**config.mk**
```make
export PLATFORM = sky130hd
export DESIGN_NAME = readdata_format
export DESIGN_NICKNAME = d
export VERILOG_FILES = /design/src/logic/lsu_pkg.sv /design/src/logic/readdata_format.sv
export VERILOG_INCLUDE_DIRS = /design/src /design/src/logic
export SDC_FILE = /design/constraint.sdc
export NUM_CORES = 1
export LEC_CHECK = 0
export ABC_CLOCK_PERIOD_IN_PS = 1900
export BUFFER_PORTS_ARGS = -buffer_cell sky130_fd_sc_hd__buf_2
export CAP_MARGIN = 10
export CORE_ASPECT_RATIO = 0.5
export CORE_MARGIN = 3
export CORE_UTILIZATION = 45
export DETAILED_ROUTE_END_ITERATION = 10
export PLACE_DENSITY = 0.79
export SYNTH_ARGS = -nofsm -noshare
export SYNTH_HDL_FRONTEND = slang
export SYNTH_SLANG_ARGS = --single-unit
export TNS_END_PERCENT = 1
```
**constraint.sdc**
```tcl
create_clock -name vclk -period 1.9
set_input_delay 0.19 -clock vclk [all_inputs]
set_output_delay 0.19 -clock vclk [all_outputs]
set_load 0.05 [all_outputs]
```
**src/logic/lsu_macros.svh**
```systemverilog
`ifndef LSU_MACROS_SVH
`define LSU_MACROS_SVH

// ----------------------------------------
// Sizes of the load/store unit
// ----------------------------------------

// Word width in bits
`define LSU_DATA_BITS 32

// Data RAM depth in words
`define LSU_MEM_WORDS 256

// Byte address width, word address is the upper part
`define LSU_ADDR_BITS 10

`endif

```
**src/logic/lsu_pkg.sv**
```systemverilog
`default_nettype none

`include "lsu_macros.svh"

package lsu_pkg;

    // ----------------------------------------
    // Data word
    // ----------------------------------------
    typedef logic [`LSU_DATA_BITS-1:0] word_t;

    // ----------------------------------------
    // Memory opcodes
    // ----------------------------------------
    typedef enum logic [3:0] {
        NOP,
        LB,
        LBU,
        LH,
        LHU,
        LW,
        LWL,
        LWR,
        SB,
        SH,
        SW,
        SWL,
        SWR
    } mem_op_t;

    // Controller states
    typedef enum logic [1:0] {
        IDLE,
        ACCESS,
        RESPOND
    } lsu_state_t;

endpackage

`default_nettype wire

```
**src/logic/readdata_format.sv**
```systemverilog
`timescale 1ns/1ps
`default_nettype none

module readdata_format import lsu_pkg::*; (
        input  word_t       _rd,
        input  logic [1:0]  addr,
        input  mem_op_t     op,
        input  word_t       reg_dataC,
        output word_t       rd
    );

    logic [7:0]  sel_byte;
    logic [15:0] sel_half;
    logic [4:0]  lane_shift;
    logic [4:0]  left_shift;
    word_t       lwl_mask;
    word_t       lwr_mask;

    // ----------------------------------------
    // Lane selection
    // ----------------------------------------
    assign lane_shift = {addr, 3'b000};
    assign left_shift = {~addr, 3'b000};

    assign sel_byte = _rd[lane_shift +: 8];
    assign sel_half = addr[1] ? _rd[31:16] : _rd[15:0];

    // Bits taken from memory for the unaligned merges
    assign lwl_mask = {`LSU_DATA_BITS{1'b1}} << left_shift;
    assign lwr_mask = {`LSU_DATA_BITS{1'b1}} >> lane_shift;

    // ----------------------------------------
    // Result formatting
    // ----------------------------------------
    always_comb begin
        case (op)
            LB: begin
                rd = {{24{sel_byte[7]}}, sel_byte};
            end
            LBU: begin
                rd = {24'b0, sel_byte};
            end
            LH: begin
                rd = {{16{sel_half[15]}}, sel_half};
            end
            LHU: begin
                rd = {16'b0, sel_half};
            end
            // Bytes 0..k go to the top, low part kept from rt
            LWL: begin
                rd = (_rd << left_shift) | (reg_dataC & ~lwl_mask);
            end
            // Bytes k..3 go to the bottom, top part kept from rt
            LWR: begin
                rd = (_rd >> lane_shift) | (reg_dataC & ~lwr_mask);
            end
            default: begin
                rd = _rd;
            end
        endcase
    end

endmodule

`default_nettype wire

```
==> run summary, run 1 <==
status = finished, final reports clean
HPWL Detailed = 5972 µm
first-pass GRT wire length = 11720 µm
Final Hold Violating Endpoints = 0
chip height = 53.59 µm
xor/xnor cell area share of the yosys netlist = 0.8594%
DR WL/cell = 20.48 µm
Rel. slew slack = 76.41%
Setup-failing EPs final = 0
# hold bufs at CTS = 0
Peak supply drop = 0.1992 mV
Data arrival, critical path = 1.68 ns
Starting Density = 49.42%
Crit Path Max Fanout = 4
Syn Nets = 287
CLK BUF = 0
cell row count = 16
Vias = 2633
simple-gate share of the synthesized area = 6.568%
Total Routing Usage GR = 26.63%
initial DRC count = 236
Leak Pwr = 1.396 nW
nets@finish = 417
Power per Cell Area = 374.5 nW/µm²
Hold Crit Endpoint = rd[1]
Mapped Area = 2038 µm²
fin. max-slew vios = 0
Die X = 101.2 µm
Port-buffer cells = 102
crit path kind = input port to output port
placer congestion estimate = 0.8849
fmax = 0.5339 GHz
remaining global-route overflow = 0
Tcrit/Tclk final = 98.58%
I/O pin total = 102
Remaining DRCs = 0
Placed Cells = 393
unrepaired setup endpoints after global routing = true
vias per std cell = 6.599
post-layout minimum cycle time = 1.873 ns
pin count of the biggest net entering global routing = 25
antenna violations before repair = 0
Critical Path RT = 1.71 ns
DRT antenna net count = 0
wirelength, routed = 8173 µm
largest family of logic cells by synthesized area = multiplexers
Worst Max-Slew Pin Slew = 0.3441 ns
Core Region = 4124 µm²
CP Launch Type = input port
Cells after Synth = 217
final std cells w/o fill = 399
sequential cell area = 0 µm²
hold crit path type = input port to output port
part of the Yosys area used for sequential elements = 0%
total die area = 5422 µm²
worst min-delay path startpoint = reg_dataC[1]
compound-gate portion of the synthesized area = 30.14%
area grow syn2layout = 53.41%
Synth Area in Adders = 0%
CP endpoint kind = output port
warnings from Yosys = 0
Cell variety after synth = 37
first-pass detailed-route iteration total = 5
sequential cells = 0
Syn Area/Cell = 9.393 µm²
Post-Route Utilization = 75.82%
antenna diode count = 0
total of max-cap violations = 0
share of cells above drive strength 1 = 63.48%
vias in the first global route = 2370
Worst Hold Path Cells = 4
share of cell area taken by muxes after synthesis = 52.36%
-- cell usage in the layout (no fill, tap or decap), types with 2 or more instances in the layout --
master and instances:
inv_1 10, o21ai_1 2, o21ai_0 7, buf_2 69, buf_4 55, nand2_1 9
mux2_2 30, a2bb2oi_1 5, o22ai_1 15, a21oi_1 2, mux2i_2 2, mux2i_1 30
clkbuf_4 9, nor3_1 2, a222oi_1 8, nor2_1 10, buf_6 11, mux4_2 16
buf_12 5, a2bb2oi_2 3, o22a_1 16, mux2_4 3, a31oi_1 3, a31oi_2 3
-- routing by layer --
metal / global-route usage, % / up-vias / part of all wire, % / wire length [µm]
met4: 6.181 / 0 / 1.4 / 113
li1: - / 1166 / - / -
met3: 1.423 / 17 / 8.1 / 660
met5: 0 / - / 0 / 0
met1: 36.76 / 1283 / 42 / 3418
met2: 46.65 / 167 / 49 / 3980
-- synth_stat cells, drive strengths merged --
cell / n / area share, %
nand4bb: 1 / 0.55
o22a: 16 / 6.9
mux2: 33 / 19
nand2b: 1 / 0.31
clkbuf: 3 / 0.68
o21ai: 9 / 2.2
a211oi: 1 / 0.37
xor2: 2 / 0.86
mux2i: 32 / 16
o31ai: 1 / 1.0
o32ai: 1 / 1.4
nand2: 9 / 1.7
or4b: 1 / 0.68
a31oi: 7 / 2.1
o21a: 1 / 0.37
or3: 1 / 0.31
o22ai: 16 / 4.9
and3b: 1 / 0.43
mux4: 16 / 18
inv: 11 / 2.0
a2bb2oi: 8 / 3.7
a222oi: 8 / 3.9
nor3: 2 / 0.49
nor2: 11 / 2.1
a21oi: 3 / 0.74
a221oi: 1 / 0.43
o311ai: 1 / 1.3
o221ai: 1 / 0.74
buf: 19 / 7.4
-- cells by family after synthesis --
logic type / count (synthesis)
buffers and inverters: 33
muxes: 81
and+or+nand+nor: 27
xor gates and xnor gates: 2
AOI/OAI and AO/OA: 74
-- through the flow --
stage / worst slack [ns] / power (mW) / hold WS, ns / instance area (µm²) / setup TNS (ns)
final: 0.02694 / 1.171 / 0.8092 / 3127 / 0
after global routing: -0.01996 / 1.220 / 0.8518 / 3127 / -0.1099
after CTS: -0.05884 / 1.058 / 0.8391 / 2888 / -0.3378
after detailed placement: -0.1279 / 1.036 / 0.8447 / 2830 / -1.994
after global placement: -0.07775 / 1.016 / 0.8429 / 2830 / -0.8335
after floorplan: -0.2760 / 0.7242 / 0.6233 / 2051 / -3.279
-- how the worst max path moves through the flow --
stage | startpoint | to | depth (start not counted)
floorplan | addr[1] | rd[1] | 5
global placement | op[3] | rd[15] | 6
CTS | op[2] | rd[2] | 6
global route | op[0] | rd[19] | 8
detailed placement | op[3] | rd[8] | 6
finish | addr[0] | rd[11] | 7
-- area by class of cell --
cell class | instances | area [µm²]
timing repair buffer | 150 | 1075
inverter | 11 | 45.04
fill | 274 | 997.2
tap | 54 | 67.56
multi-input combinational | 184 | 1939
-- repair_timing --
item / 4_1_cts / 5_1_grt
setup endpoints to repair: 32 / 32
pin swaps: 3 / 3
gates cloned: 0 / 1
resized for setup: 6 / 74
buffers inserted: 3 / 2
-- power by group --
part / internal, mW / switching (mW) / leakage (nW)
Clock: 0 / 0 / 0
Combinational: 0.497 / 0.674 / 1.40
Sequential: 0 / 0 / 0
Total: 0.497 / 0.674 / 1.40
-- worst max-delay path, cell delays in order --
cell	delay [ns]
buf_6	0.11
mux2_4	0.30
mux2_4	0.29
o32ai_4	0.34
buf_6	0.19
a31oi_2	0.10
buf_6	0.16
Power figures use the tool's default switching activity.
==> inputs of run 2 (changes only) <==
--- a/config.mk
+++ b/config.mk
@@ -13,6 +13,7 @@
 export CORE_MARGIN = 3
 export CORE_UTILIZATION = 45
 export DETAILED_ROUTE_END_ITERATION = 10
+export MAX_ROUTING_LAYER = met4
 export PLACE_DENSITY = 0.79
 export SYNTH_ARGS = -nofsm -noshare
 export SYNTH_HDL_FRONTEND = slang
==> run summary, run 2 (same netlist as run 1, synthesis figures left out) <==
WHS = 0.8121 ns
area grow syn2layout = 53.84%
HPWL Detailed = 6010 µm
Die X = 101.2 µm
placer congestion estimate = 0.9427
antenna diode count = 0
total of max-cap violations = 0
fillers = 283
sequential cell area = 0 µm²
Core Region = 4124 µm²
Tot Pwr = 1.208 mW
Setup TNS = -0.07224 ns
Tcrit/Tclk final = 102.5%
Power per Cell Area = 385.4 nW/µm²
delay-heaviest family, CP = buffers and inverters
Worst Hold Path Cells = 3
Hold Crit Endpoint = rd[25]
pin count of the biggest net entering global routing = 34
Remaining DRCs = 0
area post-placement = 2780 µm²
share of cells above drive strength 1 = 62.24%
PnR worst setup slack = -0.04678 ns
fmax = 0.5137 GHz
hold crit path type = input port to output port
initial DRC count = 307
nets@finish = 411
most frequent cells in the layout = buf_2, buf_4, mux2_2, mux2i_1, buf_6
cell row count = 16
crit path kind = input port to output port
Starting Density = 49.42%
vias per std cell = 6.847
CLK BUF = 0
first-pass GRT wire length = 12250 µm
failing checks = negative setup slack
Rel. slew slack = 73.45%
fin. max-slew vios = 0
crit-path max cell delay = 0.52 ns
Crit Path Max Fanout = 8
Leak Pwr = 1.396 nW
CP endpoint kind = output port
CP Launch Type = input port
remaining global-route overflow = 0
antenna violations before repair = 0
status = finished with violations
final std cells w/o fill = 393
slowest CP cell = or4b_4
Post-Route Utilization = 76.03%
Port-buffer cells = 102
wirelength, routed = 8730 µm
design area = 3136 µm²
Final Hold Violating Endpoints = 0
I/O pin total = 102
DRT antenna net count = 0
DR WL/cell = 22.21 µm
Placed Cells = 388
Data arrival, critical path = 1.76 ns
Critical Path RT = 1.71 ns
worst min-delay path startpoint = _rd[25]
Worst Max-Slew Pin Slew = 0.3973 ns
most used cell, CP = buf_6
Total Routing Usage GR = 28.60%
first-pass detailed-route iteration total = 5
pre-CTS setup slack = -0.1217 ns
commonest non-fill, non-tap cell in the layout = buf_2
Peak supply drop = 0.2009 mV
vias in the first global route = 2526
unrepaired setup endpoints after global routing = true
chip height = 53.59 µm
total die area = 5422 µm²
Setup-failing EPs final = 2
sequential cells = 0
Vias = 2691
post-layout minimum cycle time = 1.947 ns
crit path cell chain = buf_6 > buf_6 > or4b_4 > o31ai_4 > clkbuf_16 > a222oi_1 > o21ai_1 > buf_4
CP bufs+invs = 4
run 2: report_power, final:
part           internal [mW]  switching [mW]  total (mW)
registers                  0               0           0
clock network              0               0           0
logic                  0.513           0.695        1.21
total                  0.513           0.695        1.21
run 2: final cells by class:
type | instances | area (µm²) | area share [%]
Tap cell | 54 | 67.56 | 2.155
Timing Repair Buffer | 144 | 1085 | 34.60
Multi-Input combinational cell | 184 | 1942 | 61.93
Inverter | 11 | 41.29 | 1.317
run 2: metal layers:
layer | GRT usage [%] | wire (µm)
met5 | - | 0
met1 | 36.91 | 3268
met2 | 50.76 | 4189
met4 | 7.064 | 352
met3 | 0.9056 | 918
run 2: how the worst max path moves through the flow:
stage,end,depth (start not counted),start
6_report,rd[2],8,op[3]
5_1_grt,rd[7],7,op[0]
4_1_cts,rd[15],7,op[3]
3_5_place_dp,rd[25],6,addr[0]
3_3_place_gp,rd[15],7,op[3]
2_1_floorplan,rd[1],5,addr[1]
run 2: timing repair:
action,CTS,global route
setup endpoints to repair,32,32
gates resized for setup,20,62
pin swaps,1,12
hold buffers,0,0
gates cloned,0,2
setup buffers,1,2
