<file path="src/logic/lsu_macros.svh">
`ifndef LSU_MACROS_SVH
`define LSU_MACROS_SVH

// ----------------------------------------
// Sizes of the load/store unit
// ----------------------------------------

// Word width in bits
`define LSU_DATA_BITS 32

// Data RAM depth in words
`define LSU_MEM_WORDS 256

// Byte address width, word address is the upper part
`define LSU_ADDR_BITS 10

`endif

</file>
<file path="src/logic/lsu_pkg.sv">
`default_nettype none

`include "lsu_macros.svh"

package lsu_pkg;

    // ----------------------------------------
    // Data word
    // ----------------------------------------
    typedef logic [`LSU_DATA_BITS-1:0] word_t;

    // ----------------------------------------
    // Memory opcodes
    // ----------------------------------------
    typedef enum logic [3:0] {
        NOP,
        LB,
        LBU,
        LH,
        LHU,
        LW,
        LWL,
        LWR,
        SB,
        SH,
        SW,
        SWL,
        SWR
    } mem_op_t;

    // Controller states
    typedef enum logic [1:0] {
        IDLE,
        ACCESS,
        RESPOND
    } lsu_state_t;

endpackage

`default_nettype wire

</file>
<file path="src/logic/lsu_ctrl.sv">
`timescale 1ns/1ps
`default_nettype none

`include "lsu_macros.svh"

module lsu_ctrl import lsu_pkg::*; (
        input  logic                        clk,
        input  logic                        reset,
        input  logic                        req,
        input  mem_op_t                     op,
        input  logic [`LSU_ADDR_BITS-1:0]   addr,
        input  word_t                       wdata,
        input  word_t                       reg_dataC,
        output logic                        busy,
        output logic                        done,
        output logic                        error,
        output mem_op_t                     cur_op,
        output logic [1:0]                  byte_off,
        output logic [`LSU_ADDR_BITS-3:0]   word_addr,
        output word_t                       store_data,
        output word_t                       merge_data,
        output logic                        ram_en,
        output logic                        ram_we
    );

    lsu_state_t                  state;
    lsu_state_t                  next_state;
    logic [`LSU_ADDR_BITS-1:0]   addr_q;
    logic                        misaligned_q;
    logic                        accept;

    // Halfword needs bit 0 clear, word needs both low bits clear
    function automatic logic is_misaligned(input mem_op_t o, input logic [1:0] off);
        case (o)
            LH, LHU, SH: is_misaligned = off[0];
            LW, SW:      is_misaligned = (off != 2'b00);
            default:     is_misaligned = 1'b0;
        endcase
    endfunction

    function automatic logic is_load(input mem_op_t o);
        case (o)
            LB, LBU, LH, LHU, LW, LWL, LWR: is_load = 1'b1;
            default:                        is_load = 1'b0;
        endcase
    endfunction

    function automatic logic is_store(input mem_op_t o);
        case (o)
            SB, SH, SW, SWL, SWR: is_store = 1'b1;
            default:              is_store = 1'b0;
        endcase
    endfunction

    assign accept = (state == IDLE) && req;

    // ----------------------------------------
    // State register and next state
    // ----------------------------------------
    always_ff @(posedge clk) begin
        if (reset) begin
            state <= IDLE;
        end else begin
            state <= next_state;
        end
    end

    always_comb begin
        case (state)
            IDLE:    next_state = req ? ACCESS : IDLE;
            ACCESS:  next_state = RESPOND;
            RESPOND: next_state = IDLE;
            default: next_state = IDLE;
        endcase
    end

    // Operand capture on an accepted request
    always_ff @(posedge clk) begin
        if (accept) begin
            cur_op       <= op;
            addr_q       <= addr;
            store_data   <= wdata;
            merge_data   <= reg_dataC;
            misaligned_q <= is_misaligned(op, addr[1:0]);
        end
    end

    // ----------------------------------------
    // Outputs
    // ----------------------------------------
    assign busy  = (state != IDLE);
    assign done  = (state == RESPOND);
    assign error = (state == RESPOND) && misaligned_q;

    // NOP and refused ops never reach the RAM
    assign ram_en = (state == ACCESS) && !misaligned_q
                    && (is_load(cur_op) || is_store(cur_op));
    assign ram_we = (state == ACCESS) && !misaligned_q && is_store(cur_op);

    assign byte_off  = addr_q[1:0];
    assign word_addr = addr_q[`LSU_ADDR_BITS-1:2];

endmodule

`default_nettype wire

</file>
<file path="config.mk">
export PLATFORM = sky130hd
export DESIGN_NAME = lsu_ctrl
export DESIGN_NICKNAME = d
export VERILOG_FILES = /design/src/logic/lsu_pkg.sv /design/src/logic/lsu_ctrl.sv
export VERILOG_INCLUDE_DIRS = /design/src /design/src/logic
export SDC_FILE = /design/constraint.sdc
export NUM_CORES = 1
export LEC_CHECK = 0
export ABC_CLOCK_PERIOD_IN_PS = 12350
export BUFFER_PORTS_ARGS = -buffer_cell sky130_fd_sc_hd__buf_2
export CAP_MARGIN = 5
export CORE_UTILIZATION = 45
export CTS_CLUSTER_SIZE = 40
export DETAILED_ROUTE_END_ITERATION = 10
export PLACE_DENSITY = 0.95
export SLEW_MARGIN = 20
export SYNTH_ARGS = -nofsm -noshare
export SYNTH_HDL_FRONTEND = slang
export SYNTH_SLANG_ARGS = --single-unit
</file>
<file path="constraint.sdc">
create_clock -name clk -period 12.35 [get_ports clk]
set_input_delay 2.47 -clock clk [delete_from_list [all_inputs] [get_ports clk]]
set_output_delay 2.47 -clock clk [all_outputs]
set_load 0.01 [all_outputs]
</file>
==> flow_summary.rst, run 1 <==
.. list-table::
   :header-rows: 1

   * - Metric
     - Value
   * - Status
     - completed
   * - Count of placed standard cells in the final layout, fillers left out
     - ~360
   * - Synthesized-area fraction occupied by xor and xnor cells
     - less than 1%
   * - Hold-fix buffer count after cts
     - 0
   * - Endpoint class of the critical path
     - primary output
   * - Launching element type of the critical path
     - register
   * - Sequential share of the synthesized area
     - between 90 and 100%
   * - Antenna Diode Count
     - 0
   * - Power per cell area
     - 150 nW/um^2
   * - Psw
     - approximately 0.00011 W
   * - Overall die width
     - 77.3 um
   * - Die span in y
     - 77.3 um
   * - Top Layer Used
     - met4
   * - Routability congestion estimate from global placement
     - ~0.67
   * - Cell Count Post-Placement
     - 341
   * - GRT Overall Usage
     - around 18%
   * - Leading cell type in the layout, fill and taps excluded
     - sky130_fd_sc_hd__buf_2
   * - Worst Hold Class
     - register to register
   * - Buffers on Ports
     - 163
   * - Top post-synthesis cells by area
     - sky130_fd_sc_hd__edfxtp_1, sky130_fd_sc_hd__dfxtp_1, sky130_fd_sc_hd__and3_1
   * - Gate family responsible for the most delay along the worst path
     - simple AND/OR/NAND/NOR gates
   * - Top cell type's share of synthesized area
     - ~93%
   * - Number of flip-flops and latches in the synthesized netlist
     - between 80 and 90
   * - Synthesized-area fraction occupied by ao, oa, aoi and oai cells
     - roughly 1.8%
   * - H-tree Lvls
     - 3
   * - Signal arrival time at the worst endpoint
     - between 1.5 and 2 ns
   * - Met1 wire length
     - roughly 1800 um
   * - Number of filler cells placed in the layout
     - 400
   * - Net Count, Synth
     - approximately 190
   * - Area fraction in and, or, nand and nor cells after synthesis
     - under 10%
   * - Maximum VDD drop
     - about 0.11 mV
   * - Synthesized cell area
     - between 2000 and 3000 um^2
   * - CTS max path bufs
     - 2
   * - Total met2 wirelength after detailed routing
     - between 2000 and 3000 um
   * - Minimum clock period after layout
     - a little over 4 ns
   * - Worst max-slew margin expressed relative to the limit
     - a little under two fifths
   * - Maximum number of pins on one net before global-route repair
     - 80
   * - Clock Sinks
     - 81
   * - Die Footprint
     - approximately 6000 um^2
   * - Final-report hold violation count
     - 0
   * - DRT antenna net count
     - 0
   * - Total number of nets in the final design
     - between 300 and 400
   * - Cell-internal power
     - around 0.00043 W
   * - Site Rows
     - 27
   * - Total vias in the final route
     - between 1500 and 2000
   * - Sw frac
     - approximately a fifth
   * - Count of cells resized by post-cts repair
     - 0
   * - Antenna violations before repair
     - 0
   * - Setup repair after global routing missed its margin
     - no
   * - Clock transition at the registers of the reported paths
     - roughly 0.070 ns
   * - Worst-path maximum fanout
     - 4
   * - Slowest stage cell on the critical path
     - sky130_fd_sc_hd__or4_1
   * - Post-Syn Area per Cell
     - ~24 um^2
   * - Commonest cells after routing, fill and taps aside
     - sky130_fd_sc_hd__buf_2, sky130_fd_sc_hd__edfxtp_1, sky130_fd_sc_hd__clkbuf_8
   * - Clock group share of total power
     - 31.0%
   * - Leftover overflow at the end of global routing
     - 0
   * - Final Setup Violations
     - 0
   * - Slew at the pin with the worst max-slew slack
     - between 0.9 and 1 ns
   * - Post-route DRC
     - 0
   * - Layout cells sized above 1
     - roughly 63%
   * - Wire length of the first global-routing pass
     - between 7000 and 8000 um
   * - Start-to-end type of the worst setup path
     - register to primary output
   * - Layout overhead on the synthesized area
     - 42.9%
   * - DRT Wirelength
     - a little over 5000 um
   * - Number of warnings printed during yosys synthesis
     - 0
   * - Critical path required time
     - between 9 and 10 ns
   * - Half-perimeter wire length after placement
     - 3940 um
   * - Static Leak
     - 1.59 nW
   * - Area share of fa/ha/maj cells after synthesis
     - 0%
   * - Worst-path cell chain
     - or4_1, and3_1, buf_2
   * - Placeable Area
     - 5470 um^2
   * - Number of ports placed on the die boundary
     - roughly 160
   * - Worst Path Buf+Inv
     - 1
   * - Finished layout cell area
     - around 3600 um^2
   * - Number of global-route vias before repair
     - between 1500 and 2000
   * - Sequential cell fraction of total power
     - 59.9%
   * - Combinational cell fraction of total power
     - under 10%
   * - Final setup slack of the worst path
     - 8.31 ns
   * - DR WL met3
     - about 420 um
   * - Cell type with the highest aggregate area in the netlist
     - sky130_fd_sc_hd__edfxtp_1
   * - Detailed router's first-iteration violation count
     - just over 50
   * - Iteration count of the initial detailed-routing pass
     - 6
   * - Final max-slew violation count
     - 0
   * - Main combinational cell family by area after synthesis
     - simple AND/OR/NAND/NOR gates
   * - Average wire per standard cell
     - between 10 and 15 um
   * - Post-Place Setup Slack
     - about 8.5 ns
   * - Highest Clock Rate
     - about 250 MHz
   * - Final setup TNS
     - 0 ns
   * - Post-route clock period utilization
     - approximately a third
   * - Via-to-Cell Ratio
     - between 4 and 5
   * - Cell Area, Placed
     - between 3000 and 4000 um^2
   * - Setup clock skew after layout
     - between 0.005 and 0.006 ns
   * - Count of distinct cell types in the synthesized netlist
     - 19
   * - Fraction of synthesized area in multiplexers
     - 0%
   * - TritonCTS clock tree
     - yes
   * - Worst-skew pair later-pin latency
     - roughly 0.32 ns
   * - Clock root buffer master
     - sky130_fd_sc_hd__clkbuf_8
   * - Number of CTS-inserted buffers
     - 9
   * - Initial Util
     - 46.6%
   * - Delay of the slowest cell on the worst path
     - 0.52 ns
   * - Buffers inserted during post-CTS setup optimization
     - 0
   * - Max-cap check violation count
     - 0
   * - Synthesized instance count
     - 105
Yosys cell counts:
| master | n |
|---|---|
| sky130_fd_sc_hd__or2_2 | 1 |
| sky130_fd_sc_hd__a21oi_1 | 1 |
| sky130_fd_sc_hd__o211ai_1 | 1 |
| sky130_fd_sc_hd__and2_1 | 1 |
| sky130_fd_sc_hd__nor2_1 | 3 |
| sky130_fd_sc_hd__a2111oi_1 | 1 |
| sky130_fd_sc_hd__and3_1 | 2 |
| sky130_fd_sc_hd__xnor2_1 | 1 |
| sky130_fd_sc_hd__a2111oi_0 | 1 |
| sky130_fd_sc_hd__nand2_1 | 2 |
| sky130_fd_sc_hd__a211o_1 | 1 |
| sky130_fd_sc_hd__nor2b_1 | 1 |
| sky130_fd_sc_hd__nand2b_1 | 1 |
| sky130_fd_sc_hd__or4_1 | 1 |
| sky130_fd_sc_hd__edfxtp_1 | 79 |
| sky130_fd_sc_hd__nor3_1 | 2 |
| sky130_fd_sc_hd__o21ai_0 | 1 |
| sky130_fd_sc_hd__dfxtp_1 | 2 |
| sky130_fd_sc_hd__inv_1 | 3 |
state kept, by name, summed over array words and instances (netlist names):
signal,flops
misaligned_q,1
addr_q,10
merge_data,32
cur_op,4
store_data,32
state,2
metrics by stage:
stage / power [W] / utilization [%] / hold slack [ns]
2_1_floorplan: 0.000353 / - / 0.454
4_1_cts: 0.000553 / 66.6 / 0.493
6_report: 0.000547 / 66.6 / 0.495
3_3_place_gp: 0.000381 / 63.4 / 0.473
3_5_place_dp: 0.000384 / 63.4 / 0.480
5_1_grt: 0.000566 / 66.6 / 0.519
logic make-up (layout without fill, tap and decap cells):
family | Yosys count | after routing
buf+inv | 3 | 181
simple gates | 14 | 14
flops | 81 | 81
xor+xnor | 1 | 1
compound gates | 6 | 6
tightest hold or removal path, delay by kind of cell (launching register included):
kind / cells / cell delay (ns)
simple gates: 2 / 0.13
flops: 1 / 0.32
final timing paths:
path / from / slack (ns) / cells after the start / end
setup / recovery: cur_op[0] / 8.31 / 3 / ram_en
hold / removal: state[0] / 0.50 / 2 / state[1]
setup reg to reg: state[1] / 10.46 / 3 / merge_data[28]
hold reg to reg: state[0] / 0.50 / 2 / state[1]
metal layers:
layer,up-vias,track usage (%)
met4,0,10.4
met1,752,18.4
met5,-,0
met3,14,5.24
met2,102,31.7
li1,763,-
area by class of cell:
cell class / instances / area, um^2 / share of cell area (%)
clock inverters: 5 / 48.8 / 1.34
inverters: 3 / 11.3 / 0.309
clock buffers: 9 / 124 / 3.40
repair buffers: 164 / 823 / 22.6
well taps: 72 / 90.1 / 2.47
flip-flops and latches: 81 / 2410 / 66.2
multi-input cells: 21 / 135 / 3.71
power by group through the flow:
| stage | combinational, W | sequential (W) | clock, W |
|---|---|---|---|
| finish | 0.0000494 | 0.000327 | 0.000170 |
| global placement | 0.0000482 | 0.000333 | 0 |
| global route | 0.0000535 | 0.000329 | 0.000183 |
| CTS | 0.0000500 | 0.000328 | 0.000175 |
| detailed placement | 0.0000500 | 0.000334 | 0 |
| floorplan | 0.00000851 | 0.000345 | 0 |
Note: power is estimated with default switching activity, not from simulation.
==> run 2, diff against run 1 <==
ABC_CLOCK_PERIOD_IN_PS = 4050   (was 12350)
CORE_UTILIZATION = 41   (was 45)
PLACE_DENSITY = 0.89   (was 0.95)
clock period = 4.05 ns   (was 12.35 ns; I/O delays follow)
==> flow_summary.rst, run 2 (same netlist as run 1, synthesis figures left out) <==
.. list-table::
   :header-rows: 1

   * - Metric
     - Value
   * - Half-perimeter wire length after placement
     - 3960 um
   * - Delay of the slowest cell on the worst path
     - around 0.52 ns
   * - Iteration count of the initial detailed-routing pass
     - 3
   * - Leading cell type in the layout, fill and taps excluded
     - sky130_fd_sc_hd__buf_2
   * - Maximum number of pins on one net before global-route repair
     - 42
   * - Post-route clock period utilization
     - 58.5%
   * - Via-to-Cell Ratio
     - 4.52
   * - Worst-skew pair later-pin latency
     - between 0.3 and 0.4 ns
   * - Power Total
     - between 0.0015 and 0.002 W
   * - Total number of nets in the final design
     - roughly 360
   * - Worst-path maximum fanout
     - 4
   * - Regs by FF count
     - merge_data: 32 flops, store_data: 32 flops, addr_q: 10 flops
   * - Signal arrival time at the worst endpoint
     - approximately 1.6 ns
   * - Highest Clock Rate
     - about 420 MHz
   * - Maximum VDD drop
     - about 0.3 mV
   * - Detailed router's first-iteration violation count
     - 43
   * - Setup repair after global routing missed its margin
     - no
   * - CTS max path bufs
     - 2
   * - Start point of the worst hold path
     - state[0]
   * - Gate family responsible for the most delay along the worst path
     - simple AND/OR/NAND/NOR gates
   * - Count of cells resized by post-cts repair
     - 0
   * - Clock root buffer master
     - sky130_fd_sc_hd__clkbuf_8
   * - Site Rows
     - 28
   * - Commonest cells after routing, fill and taps aside
     - sky130_fd_sc_hd__buf_2, sky130_fd_sc_hd__edfxtp_1, sky130_fd_sc_hd__clkbuf_8
   * - Final max-slew violation count
     - 0
   * - Minimum clock period after layout
     - about 2.4 ns
   * - Setup clock skew after layout
     - 0.00382 ns
   * - Hold-fix buffer count after cts
     - 0
   * - Slew at the pin with the worst max-slew slack
     - 0.493 ns
   * - Worst reg2reg path depth
     - 3
   * - DRT antenna net count
     - 0
   * - Die Footprint
     - around 6500 um^2
   * - Clock transition at the registers of the reported paths
     - ~0.07 ns
   * - Post-route DRC
     - 0
   * - Overall die width
     - roughly 80 um
   * - TritonCTS clock tree
     - yes
   * - GRT Overall Usage
     - 15.3%
   * - Endpoint class of the critical path
     - primary output
   * - Antenna Diode Count
     - 0
   * - Wire length of the first global-routing pass
     - ~7000 um
   * - Worst max-slew margin expressed relative to the limit
     - roughly 67%
   * - Status
     - completed
   * - Final Setup Violations
     - 0
   * - Worst Hold Class
     - register to register
   * - Layout cells sized above 1
     - between 60% and 70%
   * - Placeable Area
     - about 6000 um^2
   * - Buffers inserted during post-CTS setup optimization
     - 0
   * - DRT Wirelength
     - just over 5000 um
   * - Final-report hold violation count
     - 0
   * - Number of ports placed on the die boundary
     - around 160
   * - Setup slack on the worst flop-to-flop path
     - between 2 and 3 ns
   * - Number of CTS-inserted buffers
     - 9
   * - Die span in y
     - between 80 and 90 um
   * - Antenna violations before repair
     - 0
   * - Worst Path Buf+Inv
     - 1
   * - Average wire per standard cell
     - roughly 14 um
   * - Clock Sinks
     - slightly above 80
   * - Endpoint of the most critical register-to-register path
     - store_data[9]
   * - Cells on Worst Hold Path
     - 2
   * - Start-to-end type of the worst setup path
     - register to primary output
   * - Initial Util
     - 42.8%
   * - Number of global-route vias before repair
     - ~1600
   * - H-tree Lvls
     - 3
   * - Max-cap check violation count
     - 0
   * - Routability congestion estimate from global placement
     - about 0.67
   * - Worst hold slack
     - 0.498 ns
   * - Power per cell area
     - about 460 nW/um^2
   * - Fin util
     - about 61%
   * - Worst-path cell chain
     - or4_1, and3_1, buf_2
   * - Static Leak
     - between 1.5 and 2 nW
   * - Final setup TNS
     - 0 ns
   * - Total vias in the final route
     - ~1600
   * - Critical path required time
     - ~3.2 ns
   * - Leftover overflow at the end of global routing
     - 0
   * - Beginning of the worst register-to-register path
     - state[1]
   * - Layout overhead on the synthesized area
     - 43.4%
   * - Endpoint, Worst Hold
     - state[1]
   * - Slowest stage cell on the critical path
     - sky130_fd_sc_hd__or4_1
   * - Buffers on Ports
     - roughly 160
   * - Launching element type of the critical path
     - register
==> run 2: cell type report <==
cell class                 count  area, um^2
clock buffer                  10         128
inverter                       3        11.3
tap                           75        93.8
sequential                    81        2410
fill                         465        2300
timing repair buffer         165         831
clock inverter                 4        46.3
multi-input combinational     21         135
==> run 2: tightest hold or removal path, delay by kind of cell (launching register included) <==
family | cells | cell delay (ns)
DFF | 1 | 0.32
and+or+nand+nor | 2 | 0.13
==> run 2: per-stage QoR <==
step	instance area, um^2	instances	setup WS (ns)
2_1_floorplan	2550	105	0.708
3_3_place_gp	3480	345	2.05
3_5_place_dp	3480	345	2.03
4_1_cts	3660	359	1.65
5_1_grt	3660	359	1.59
6_report	3660	359	1.68
==> run 2: where the power goes <==
group / switching [W] / total [W] / internal (W)
combinational: 0.0000854 / 0.000151 / 0.0000660
clock: 0.000257 / 0.000533 / 0.000275
sequential: 0.0000134 / 0.000998 / 0.000984
total: 0.000356 / 0.00168 / 0.00133
==> run 2: layer usage <==
metal | track usage, % | vias to the layer above | share of wire (%)
li1 | - | 764 | -
met1 | 16.0 | 746 | 37
met2 | 26.6 | 100 | 52
met3 | 4.83 | 11 | 9.1
met4 | 9.46 | 0 | 2.3
met5 | 0 | - | 0
==> run 2: how the worst max path moves through the flow <==
stage	cells after the start	from	slack [ns]	endpoint
global route	3	cur_op[0]	1.59	ram_en
detailed placement	3	cur_op[0]	2.03	ram_en
floorplan	2	req	0.71	addr_q[0]
finish	3	cur_op[0]	1.68	ram_en
global placement	3	cur_op[0]	2.05	ram_en
CTS	3	cur_op[0]	1.65	ram_en
