==> src/logic/lsu_macros.svh <==
`ifndef LSU_MACROS_SVH
`define LSU_MACROS_SVH

// ----------------------------------------
// Sizes of the load/store unit
// ----------------------------------------

// Word width in bits
`define LSU_DATA_BITS 32

// Data RAM depth in words
`define LSU_MEM_WORDS 256

// Byte address width, word address is the upper part
`define LSU_ADDR_BITS 10

`endif

==> src/logic/lsu_pkg.sv <==
`default_nettype none

`include "lsu_macros.svh"

package lsu_pkg;

    // ----------------------------------------
    // Data word
    // ----------------------------------------
    typedef logic [`LSU_DATA_BITS-1:0] word_t;

    // ----------------------------------------
    // Memory opcodes
    // ----------------------------------------
    typedef enum logic [3:0] {
        NOP,
        LB,
        LBU,
        LH,
        LHU,
        LW,
        LWL,
        LWR,
        SB,
        SH,
        SW,
        SWL,
        SWR
    } mem_op_t;

    // Controller states
    typedef enum logic [1:0] {
        IDLE,
        ACCESS,
        RESPOND
    } lsu_state_t;

endpackage

`default_nettype wire

==> src/logic/store_format.sv <==
`timescale 1ns/1ps
`default_nettype none

module store_format import lsu_pkg::*; (
        input  mem_op_t     op,
        input  logic [1:0]  byte_off,
        input  word_t       store_data,
        output word_t       store_word,
        output logic [3:0]  store_be
    );

    logic [4:0] lane_shift;
    logic [4:0] left_shift;

    // Bit offset of the addressed lane, and of the lanes above it
    assign lane_shift = {byte_off, 3'b000};
    assign left_shift = {~byte_off, 3'b000};

    always_comb begin
        case (op)
            SB: begin
                store_word = {4{store_data[7:0]}};
                store_be   = 4'b0001 << byte_off;
            end
            SH: begin
                store_word = {2{store_data[15:0]}};
                store_be   = byte_off[1] ? 4'b1100 : 4'b0011;
            end
            SW: begin
                store_word = store_data;
                store_be   = 4'b1111;
            end
            // Top bytes of rt land in bytes 0 to k
            SWL: begin
                store_word = store_data >> left_shift;
                store_be   = 4'b1111 >> (2'd3 - byte_off);
            end
            // Low bytes of rt land in bytes k to 3
            SWR: begin
                store_word = store_data << lane_shift;
                store_be   = 4'b1111 << byte_off;
            end
            default: begin
                store_word = store_data;
                store_be   = 4'b0000;
            end
        endcase
    end

endmodule

`default_nettype wire

==> config.mk <==
export PLATFORM = sky130hd
export DESIGN_NAME = store_format
export DESIGN_NICKNAME = d
export VERILOG_FILES = /design/src/logic/lsu_pkg.sv /design/src/logic/store_format.sv
export VERILOG_INCLUDE_DIRS = /design/src /design/src/logic
export SDC_FILE = /design/constraint.sdc
export NUM_CORES = 1
export LEC_CHECK = 0
export BUFFER_PORTS_ARGS = -buffer_cell sky130_fd_sc_hd__buf_2
export CORE_ASPECT_RATIO = 1.5
export CORE_UTILIZATION = 51
export DETAILED_ROUTE_END_ITERATION = 12
export PLACE_DENSITY = 0.85
export SLEW_MARGIN = 20
export SYNTH_ARGS = -nofsm -noshare
export SYNTH_HDL_FRONTEND = slang
export SYNTH_SLANG_ARGS = --single-unit
==> constraint.sdc <==
create_clock -name vclk -period 2.13
set_input_delay 0.426 -clock vclk [all_inputs]
set_output_delay 0.426 -clock vclk [all_outputs]
set_load 0.03 [all_outputs]
==> impl_metrics.json, run 1 <==
{
  "endpoint_type": "primary output",
  "grt_max_degree": 18,
  "gp_congestion": 0.9817,
  "synth.cell_area_um2": 1717,
  "synthXorXnorAreaFrac_pct": 0,
  "syn_area_per_cell_um2": 6.922,
  "synth-simple-area-share_pct": 24.49,
  "placed_cells_incl_taps": 410,
  "fp.dieW_um": 49.37,
  "synthAdderAreaFrac_pct": 0,
  "initial_core_util_pct": 53.80,
  "io_buffer_count": 74,
  "failing_step": "global routing",
  "die_h_um": 73.06,
  "synth_compound_gate_area_share_pct": 45.85,
  "postSynthCellCount": 248,
  "dpl.hpwl_um": 6081,
  "yosysWarnings": 0,
  "seq_area_frac_synth_pct": 0,
  "grt-worst-endpoint": "store_word[23]",
  "dpl_cell_area_um2": 2635,
  "rows": 25,
  "stop_error": "[ERROR DPL-0038] Utilization greater than 100%, impossible to legalize",
  "synthMuxAreaShare_pct": 20.92,
  "io_pins": 74,
  "synth_top_family_by_area": "compound AO/OA/AOI/OAI gates",
  "syn_nets": 286,
  "status": "stopped before the end",
  "ys_types": 46
}
timing repair:
| action | in CTS |
|---|---|
| hold buffers | 0 |
| hold endpoints to repair | 0 |
| cloned | 0 |
| setup endpoints to repair | 31 |
| resized for setup | 55 |
| setup buffers | 1 |
| pin swaps | 10 |
logic make-up after synthesis:
| family | after synthesis |
|---|---|
| muxes | 31 |
| AOI/OAI and AO/OA | 105 |
| and+or+nand+nor | 79 |
| buffers and inverters | 33 |
per-stage QoR:
step	worst slack (ps)	setup TNS, ps
floorplan	-212.1	-1288
global placement	-142.6	-2430
detailed placement	-187.7	-3149
CTS	-42.21	-153.4
synth_stat cells, drive strengths merged, types with 3 or more instances:
master   count  area, um2
mux2         9      101.4
inv          7      26.28
a221oi       8      76.32
a21oi       10      50.05
o21ai       12      60.05
and2         3      18.77
a22o        13      113.9
o21a         3      22.52
clkbuf       9      33.78
nand2       19      71.32
buf         17      90.09
mux4         3      67.56
o211a        3      30.03
a22oi        7      52.55
nor2b       21      131.4
o22ai       14      87.58
nor3         8      40.04
o211ai       3      22.52
o2bb2ai      7      61.31
a21boi       4      30.03
nor2        16      60.06
mux2i       19      190.2
o22a        10      87.58
==> run 2: changes to the inputs <==
--- a/config.mk
+++ b/config.mk
@@ -7,10 +7,9 @@
 export NUM_CORES = 1
 export LEC_CHECK = 0
 export BUFFER_PORTS_ARGS = -buffer_cell sky130_fd_sc_hd__buf_2
-export CORE_ASPECT_RATIO = 1.5
-export CORE_UTILIZATION = 51
+export CORE_UTILIZATION = 40
 export DETAILED_ROUTE_END_ITERATION = 12
-export PLACE_DENSITY = 0.85
+export PLACE_DENSITY_LB_ADDON = 0.15
 export SLEW_MARGIN = 20
 export SYNTH_ARGS = -nofsm -noshare
 export SYNTH_HDL_FRONTEND = slang
==> impl_metrics.json, run 2 <==
{
  "status": "finished, violations left",
  "violations": "setup timing",
  "coreArea_um2": 4058,
  "gp_congestion": 0.9317,
  "dr.pass1.iters": 5,
  "cpMostUsedCell": "buf_4",
  "fp.dieW_um": 67.51,
  "placed_cells_incl_taps": 410,
  "grtUsageMet2_pct": 53.34,
  "grt_antenna_before_repair": 0,
  "drc_errors": 0,
  "irDropWorstVdd_uv": 177.5,
  "p_per_area_nw_per_um2": 274.6,
  "required_ps": 1700,
  "seq_cells": 0,
  "use_met3_pct": 2.027,
  "end_kind": "output port",
  "hold_start": "store_data[20]",
  "final_common_cell": "buf_4",
  "dpl.hpwl_um": 5378,
  "io_buffer_count": 74,
  "yosysTopAreaCell": "mux2i_1",
  "hold_buffers": 0,
  "track_usage_pct": 33.50,
  "final.setup.worst_slack_ps": -30.65,
  "initial_core_util_pct": 42.31,
  "fin_hold_ws_ps": 1238,
  "nNetsFinal": 407,
  "critical_path_class": "in -> out",
  "avgViaCountPerCell": 6.518,
  "worstMarginPinSlew_ps": 349.8,
  "wl_per_cell_um": 20.16,
  "busiest_layer": "met2",
  "min_path_cells": 4,
  "ys_types": 46,
  "vias": 2718,
  "fmax_mhz": 462.8,
  "hold_class": "in -> out",
  "cpPeakStageDelay_ps": 270,
  "syn_to_final_growth_pct": 85.42,
  "grt-ovfl-total": 0,
  "syn_area_per_cell_um2": 6.922,
  "grt_max_degree": 15,
  "synth_top_area_share_pct": 11.08,
  "fin_crit_ps": 2161,
  "layout-drive-gt1-share_pct": 59.67,
  "setup_viol": 7,
  "die_h_um": 67.51,
  "post-route-util_pct": 78.45,
  "hold_end": "store_word[20]",
  "rsz0062_at_grt": "yes",
  "drtIter0Drc": 324,
  "p_total_mw": 0.8740,
  "cp_max_fo": 9,
  "seq_area_um2": 0,
  "seq_area_frac_synth_pct": 0,
  "num_antenna_cells": 0,
  "ant_nets": 0,
  "rows": 23,
  "syn_nets": 286,
  "synthTopCellsByArea": "mux2i_1, nor2b_1, a22o_1",
  "use_met1_pct": 48.40,
  "wirelength_um": 8406,
  "finalNonFillerCells": 417,
  "die-area_um2": 4558,
  "postSynthCellCount": 248,
  "path_cells": "buf_4 -> inv_1 -> buf_4 -> mux2i_2 -> nand3b_1 -> a22o_1 -> buf_4",
  "pre_cts_slack_ps": -199.8,
  "finalHoldViolCount": 0,
  "synth_commonest_cells": "nor2b_1, mux2i_1, nand2_1, nor2_1, o22ai_1",
  "max_slew_margin_pct": 76.01,
  "drv_slew": 0,
  "synth.cell_area_um2": 1717,
  "slowest_stage": "mux2i_2",
  "yosysMostFrequentCell": "nor2b_1",
  "grt_pass1_vias": 2344,
  "nClkBuffers": 0,
  "maxCapViolations": 0,
  "final_cell_mix": "buf_4, buf_2, buf_6",
  "yosysWarnings": 0,
  "p_leak_nw": 1.415,
  "post-route-period-util_pct": 101.4,
  "cp-start-kind": "input pin",
  "io_pins": 74,
  "grt_pass1_wl_um": 11690,
  "cp_data_arrival_time_ps": 1730
}
run 2: cell counts after synthesis:
No cell type changed its count.
run 2: how the worst max path moves through the flow:
stage	from	end	depth (start not counted)
after CTS	byte_off[0]	store_word[28]	8
after global placement	op[0]	store_word[26]	6
after global routing	byte_off[1]	store_word[26]	7
final	byte_off[1]	store_word[26]	7
after floorplan	op[3]	store_word[17]	5
after detailed placement	byte_off[1]	store_word[26]	6
run 2: power breakdown:
part / total (mW) / internal (mW) / switching (mW)
logic: 0.874 / 0.401 / 0.473
clock network: 0 / 0 / 0
registers: 0 / 0 / 0
total: 0.874 / 0.401 / 0.473
run 2: per-layer routing:
| layer | vias to the layer above | routed length [um] |
|---|---|---|
| met2 | 202 | 3983 |
| met1 | 1278 | 3353 |
| li1 | 1211 | - |
| met3 | 27 | 836 |
| met4 | 0 | 233 |
| met5 | - | 0 |
run 2: worst max-delay path: cells and delay by family:
family | cells | cell delay (ps)
buffers and inverters | 4 | 720
AND/OR/NAND/NOR | 1 | 150
multiplexers | 1 | 270
AO/OA/AOI/OAI | 1 | 160
run 2: kinds of logic (layout without fill, tap and decap cells):
family | count (synthesis) | in the layout | share of synthesized area (%)
AOI/OAI and AO/OA | 105 | 105 | 45.85
buffers and inverters | 33 | 152 | 8.747
muxes | 31 | 31 | 20.92
and+or+nand+nor | 79 | 79 | 24.49
run 2: timing repair:
action / CTS / global route
pin swaps: 6 / 25
endpoints found under the setup margin: 28 / 33
setup buffers: 5 / 3
endpoints found under the hold margin: 0 / 0
resized for setup: 66 / 86
run 2: through the flow:
| step | TNS [ps] | instance area [um2] |
|---|---|---|
| after floorplan | -1288 | 1758 |
| after global placement | -2365 | 2585 |
| after detailed placement | -2593 | 2585 |
| after CTS | -64.70 | 2855 |
| after global routing | -690.9 | 3183 |
| final | -123.5 | 3183 |
run 2: final cells by class:
| class | instances | area, um2 |
|---|---|---|
| fill | 281 | 874.6 |
| tap | 50 | 62.56 |
| multi-input combinational | 215 | 1943 |
| timing repair buffer | 145 | 1151 |
| inverter | 7 | 26.28 |
No activity file was read; power rests on OpenSTA's default activity.
==> run 3: changes to the inputs <==
--- a/config.mk
+++ b/config.mk
@@ -7,9 +7,11 @@
 export NUM_CORES = 1
 export LEC_CHECK = 0
 export BUFFER_PORTS_ARGS = -buffer_cell sky130_fd_sc_hd__buf_2
+export CAP_MARGIN = 40
 export CORE_UTILIZATION = 40
 export DETAILED_ROUTE_END_ITERATION = 12
 export PLACE_DENSITY_LB_ADDON = 0.15
+export SETUP_SLACK_MARGIN = 0.05
 export SLEW_MARGIN = 20
 export SYNTH_ARGS = -nofsm -noshare
 export SYNTH_HDL_FRONTEND = slang
==> impl_metrics.json, run 3 (same netlist as run 2, synthesis figures left out) <==
{
  "die-area_um2": 4558,
  "initial_core_util_pct": 42.31,
  "grt_pass1_vias": 2437,
  "final_cell_mix": "buf_4, buf_6, buf_2",
  "grt_pass1_wl_um": 12100,
  "track_usage_pct": 34.83,
  "seq_cells": 0,
  "finalHoldViolCount": 0,
  "vias": 2883,
  "fmax_mhz": 452.3,
  "final_common_cell": "buf_4",
  "grt_antenna_before_repair": 0,
  "grt-ovfl-total": 0,
  "dr.pass1.iters": 6,
  "setup_viol": 9,
  "hold_end": "store_word[17]",
  "ant_nets": 0,
  "dpl.hpwl_um": 5613,
  "p_total_mw": 0.9359,
  "final.setup.worst_slack_ps": -80.96,
  "die_h_um": 67.51,
  "critical_path_class": "in -> out",
  "nNetsFinal": 414,
  "end_kind": "output port",
  "hold_class": "in -> out",
  "p_leak_nw": 1.482,
  "io_buffer_count": 74,
  "cp_data_arrival_time_ps": 1780,
  "min_path_cells": 4,
  "fin_crit_ps": 2211,
  "worstMarginPinSlew_ps": 325.4,
  "violations": "setup timing",
  "num_antenna_cells": 0,
  "irDropWorstVdd_uv": 174.2,
  "status": "finished, violations left",
  "maxCapViolations": 0,
  "io_pins": 74,
  "cp_max_fo": 8,
  "wirelength_um": 9381,
  "drc_errors": 0,
  "gp_congestion": 0.9657,
  "hold_start": "store_data[17]",
  "nClkBuffers": 0,
  "wl_per_cell_um": 22.13,
  "p_per_area_nw_per_um2": 280.7,
  "avgViaCountPerCell": 6.800,
  "cp-start-kind": "input pin",
  "required_ps": 1700,
  "layout-drive-gt1-share_pct": 61.23,
  "drtIter0Drc": 329,
  "rows": 23,
  "max_slew_margin_pct": 77.88,
  "fp.dieW_um": 67.51,
  "drv_slew": 0,
  "rsz0062_at_grt": "yes",
  "hold_buffers": 0,
  "seq_area_um2": 0,
  "post-route-period-util_pct": 103.8,
  "grt_max_degree": 15,
  "syn_to_final_growth_pct": 94.24,
  "coreArea_um2": 4058,
  "post-route-util_pct": 82.18
}
## run 3: changes by cell type in the layout (fill, tap and decap cells not counted), sizes merged
cell / previous run / this run
clkbuf: 2 / 3
buf: 143 / 149
## run 3: report_power, final
group,internal (mW),total [mW],switching [mW],leakage (nW)
logic,0.434,0.936,0.502,1.48
clock network,0,0,0,0
registers,0,0,0,0
## run 3: repair_timing
item | 4_1_cts | 5_1_grt
buffers inserted | 4 | 1
pin swaps | 23 | 27
setup endpoints to repair | 33 | 35
gates cloned | 1 | 0
gates resized for setup | 98 | 77
## run 3: critical path, stage by stage
cell and delay (ps):
buf_12 110, buf_12 140, mux4_2 560, nor2_2 120, o2111ai_2 120, o21a_1 160, buf_6 150
## run 3: through the flow
stage               TNS (ps)  setup WS (ps)  cells  hold slack, ps  instance area, um2
floorplan             -11.79         -3.930    248            1002                1780
global placement       -2505         -252.2    418            1220                2640
detailed placement     -2367         -169.6    418            1230                2640
CTS                   -56.05         -23.66    423            1197                3070
global route          -775.6         -176.1    424            1243                3334
finish                -266.8         -80.96    424            1229                3334
## run 3: routing by layer
layer	routed length (um)	global-route usage, %
met4	479	8.777
met2	4316	59.65
met3	1054	1.520
met1	3530	47.09
met5	0	0
## run 3: final cells by class
| cell class | count | area [um2] |
|---|---|---|
| well taps | 50 | 62.56 |
| fillers | 241 | 723.2 |
| repair buffers | 152 | 1277 |
| multi-input cells | 215 | 1968 |
| inverters | 7 | 26.28 |
## run 3: how the worst max path moves through the flow
stage,from,to,slack (ps),cells past startpoint
CTS,byte_off[0],store_word[18],-20,7
floorplan,op[3],store_word[17],-4,5
global route,op[3],store_word[31],-180,8
detailed placement,op[0],store_word[26],-170,7
global placement,op[0],store_word[26],-250,7
finish,byte_off[0],store_word[31],-80,7
==> run 4: changes to the inputs <==
--- a/config.mk
+++ b/config.mk
@@ -8,11 +8,11 @@
 export LEC_CHECK = 0
 export BUFFER_PORTS_ARGS = -buffer_cell sky130_fd_sc_hd__buf_2
 export CAP_MARGIN = 40
-export CORE_UTILIZATION = 40
+export CORE_UTILIZATION = 30
 export DETAILED_ROUTE_END_ITERATION = 12
 export PLACE_DENSITY_LB_ADDON = 0.15
 export SETUP_SLACK_MARGIN = 0.05
-export SLEW_MARGIN = 20
+export SLEW_MARGIN = 15
 export SYNTH_ARGS = -nofsm -noshare
 export SYNTH_HDL_FRONTEND = slang
 export SYNTH_SLANG_ARGS = --single-unit
==> impl_metrics.json, run 4 (same netlist as run 2, synthesis figures left out) <==
{
  "sw_frac_of_total_pct": 51.09,
  "rsz0062_at_grt": "yes",
  "grt_pass1_vias": 2572,
  "grt_max_degree": 14,
  "max_slew_margin_pct": 82.45,
  "final.setup.worst_slack_ps": -40.05,
  "cp_data_arrival_time_ps": 1740,
  "placed_cells_incl_taps": 444,
  "wl_per_cell_um": 18.08,
  "layout-drive-gt1-share_pct": 65.71,
  "wirelength_um": 8261,
  "fmax_mhz": 460.8,
  "internal_power_mw": 0.4677,
  "die_h_um": 77.65,
  "grt_antenna_before_repair": 0,
  "status": "finished, violations left",
  "p_clk_share_pct": 0,
  "pre_cts_slack_ps": -198.2,
  "io_buffer_count": 74,
  "pwr-share-comb_pct": 100.0,
  "cp_max_fo": 7,
  "die-area_um2": 6029,
  "io_pins": 74,
  "dpl.hpwl_um": 5738,
  "seq_area_um2": 0,
  "critical_path_class": "in -> out",
  "setup-tns-final_ps": -70.59,
  "final_cell_mix": "buf_4, buf_2, buf_6",
  "cpPeakStageDelay_ps": 560,
  "drtIter0Drc": 235,
  "avgViaCountPerCell": 5.711,
  "fin_crit_ps": 2170,
  "slowest_stage": "mux4_2",
  "p_leak_nw": 1.567,
  "coreArea_um2": 5507,
  "initial_core_util_pct": 31.17,
  "cpMostUsedCell": "buf_12",
  "multi_input_area_um2": 2053,
  "setup_viol": 3,
  "nNetsFinal": 425,
  "num_antenna_cells": 0,
  "pwr-share-seq_pct": 0,
  "nClkBuffers": 0,
  "path_cells": "buf_12 -> buf_12 -> mux4_2 -> nand2_2 -> o2111ai_2 -> o21a_1 -> buf_6",
  "fp.dieW_um": 77.65,
  "vias": 2610,
  "syn_to_final_growth_pct": 109.3,
  "grt-ovfl-total": 0,
  "end_kind": "output port",
  "p_per_area_nw_per_um2": 266.1,
  "p_switching_mw": 0.4886,
  "fillers": 452,
  "grt_pass1_wl_um": 13030,
  "post-route-util_pct": 65.26,
  "rows": 27,
  "cp-start-kind": "input pin",
  "finalHoldViolCount": 0,
  "dr.pass1.iters": 5,
  "irDropWorstVdd_uv": 141.7,
  "critPathBufInv": 3,
  "violations": "setup timing",
  "drc_errors": 0,
  "drv_slew": 0,
  "hold_class": "in -> out",
  "worstMarginPinSlew_ps": 262.7,
  "ant_nets": 0,
  "track_usage_pct": 26.47,
  "maxCapViolations": 0,
  "post-route-period-util_pct": 101.9,
  "gp_congestion": 0.8588,
  "required_ps": 1700,
  "seq_cells": 0,
  "finalNonFillerCells": 457,
  "final_common_cell": "buf_4",
  "cp_top_family": "multiplexers"
}
[run 4: through the flow]
stage / hold slack [ps] / instance area [um2] / power, mW
after detailed placement: 1231 / 2723 / 0.7180
after global placement: 1227 / 2723 / 0.7162
final: 1208 / 3593 / 0.9563
after CTS: 1208 / 3216 / 0.8550
after global routing: 1243 / 3593 / 1.009
after floorplan: 1002 / 1780 / 0.4287
[run 4: power by group through the flow]
| stage | clock [mW] | sequential, mW | combinational (mW) |
|---|---|---|---|
| 4_1_cts | 0 | 0 | 0.855 |
| 3_5_place_dp | 0 | 0 | 0.718 |
| 2_1_floorplan | 0 | 0 | 0.429 |
| 5_1_grt | 0 | 0 | 1.01 |
| 6_report | 0 | 0 | 0.956 |
| 3_3_place_gp | 0 | 0 | 0.716 |
[run 4: final timing paths]
kind / startpoint / to / slack (ps) / cells after the start
max: byte_off[0] / store_word[31] / -40 / 7
min: store_data[18] / store_word[18] / 1210 / 4
[run 4: layer usage]
layer,part of all wire (%),wire [um],global-route usage [%]
met3,5.7,471,0.9412
met5,0,0,0
met1,45,3739,38.68
met2,48,3987,42.74
met4,0.75,62,5.472
[run 4: cell type report]
class                           instances  area share (%)
Timing Repair inverter                  1          0.2089
Timing Repair Buffer                  162           39.21
Multi-Input combinational cell        215           57.14
Inverter                                7          0.9401
Tap cell                               72           2.507
[run 4: what timing repair did]
action	in CTS	in global routing
resized for setup	102	82
hold buffers	0	0
gates cloned	3	0
pin swaps	19	38
buffers inserted	3	7
endpoints found under the setup margin	33	32
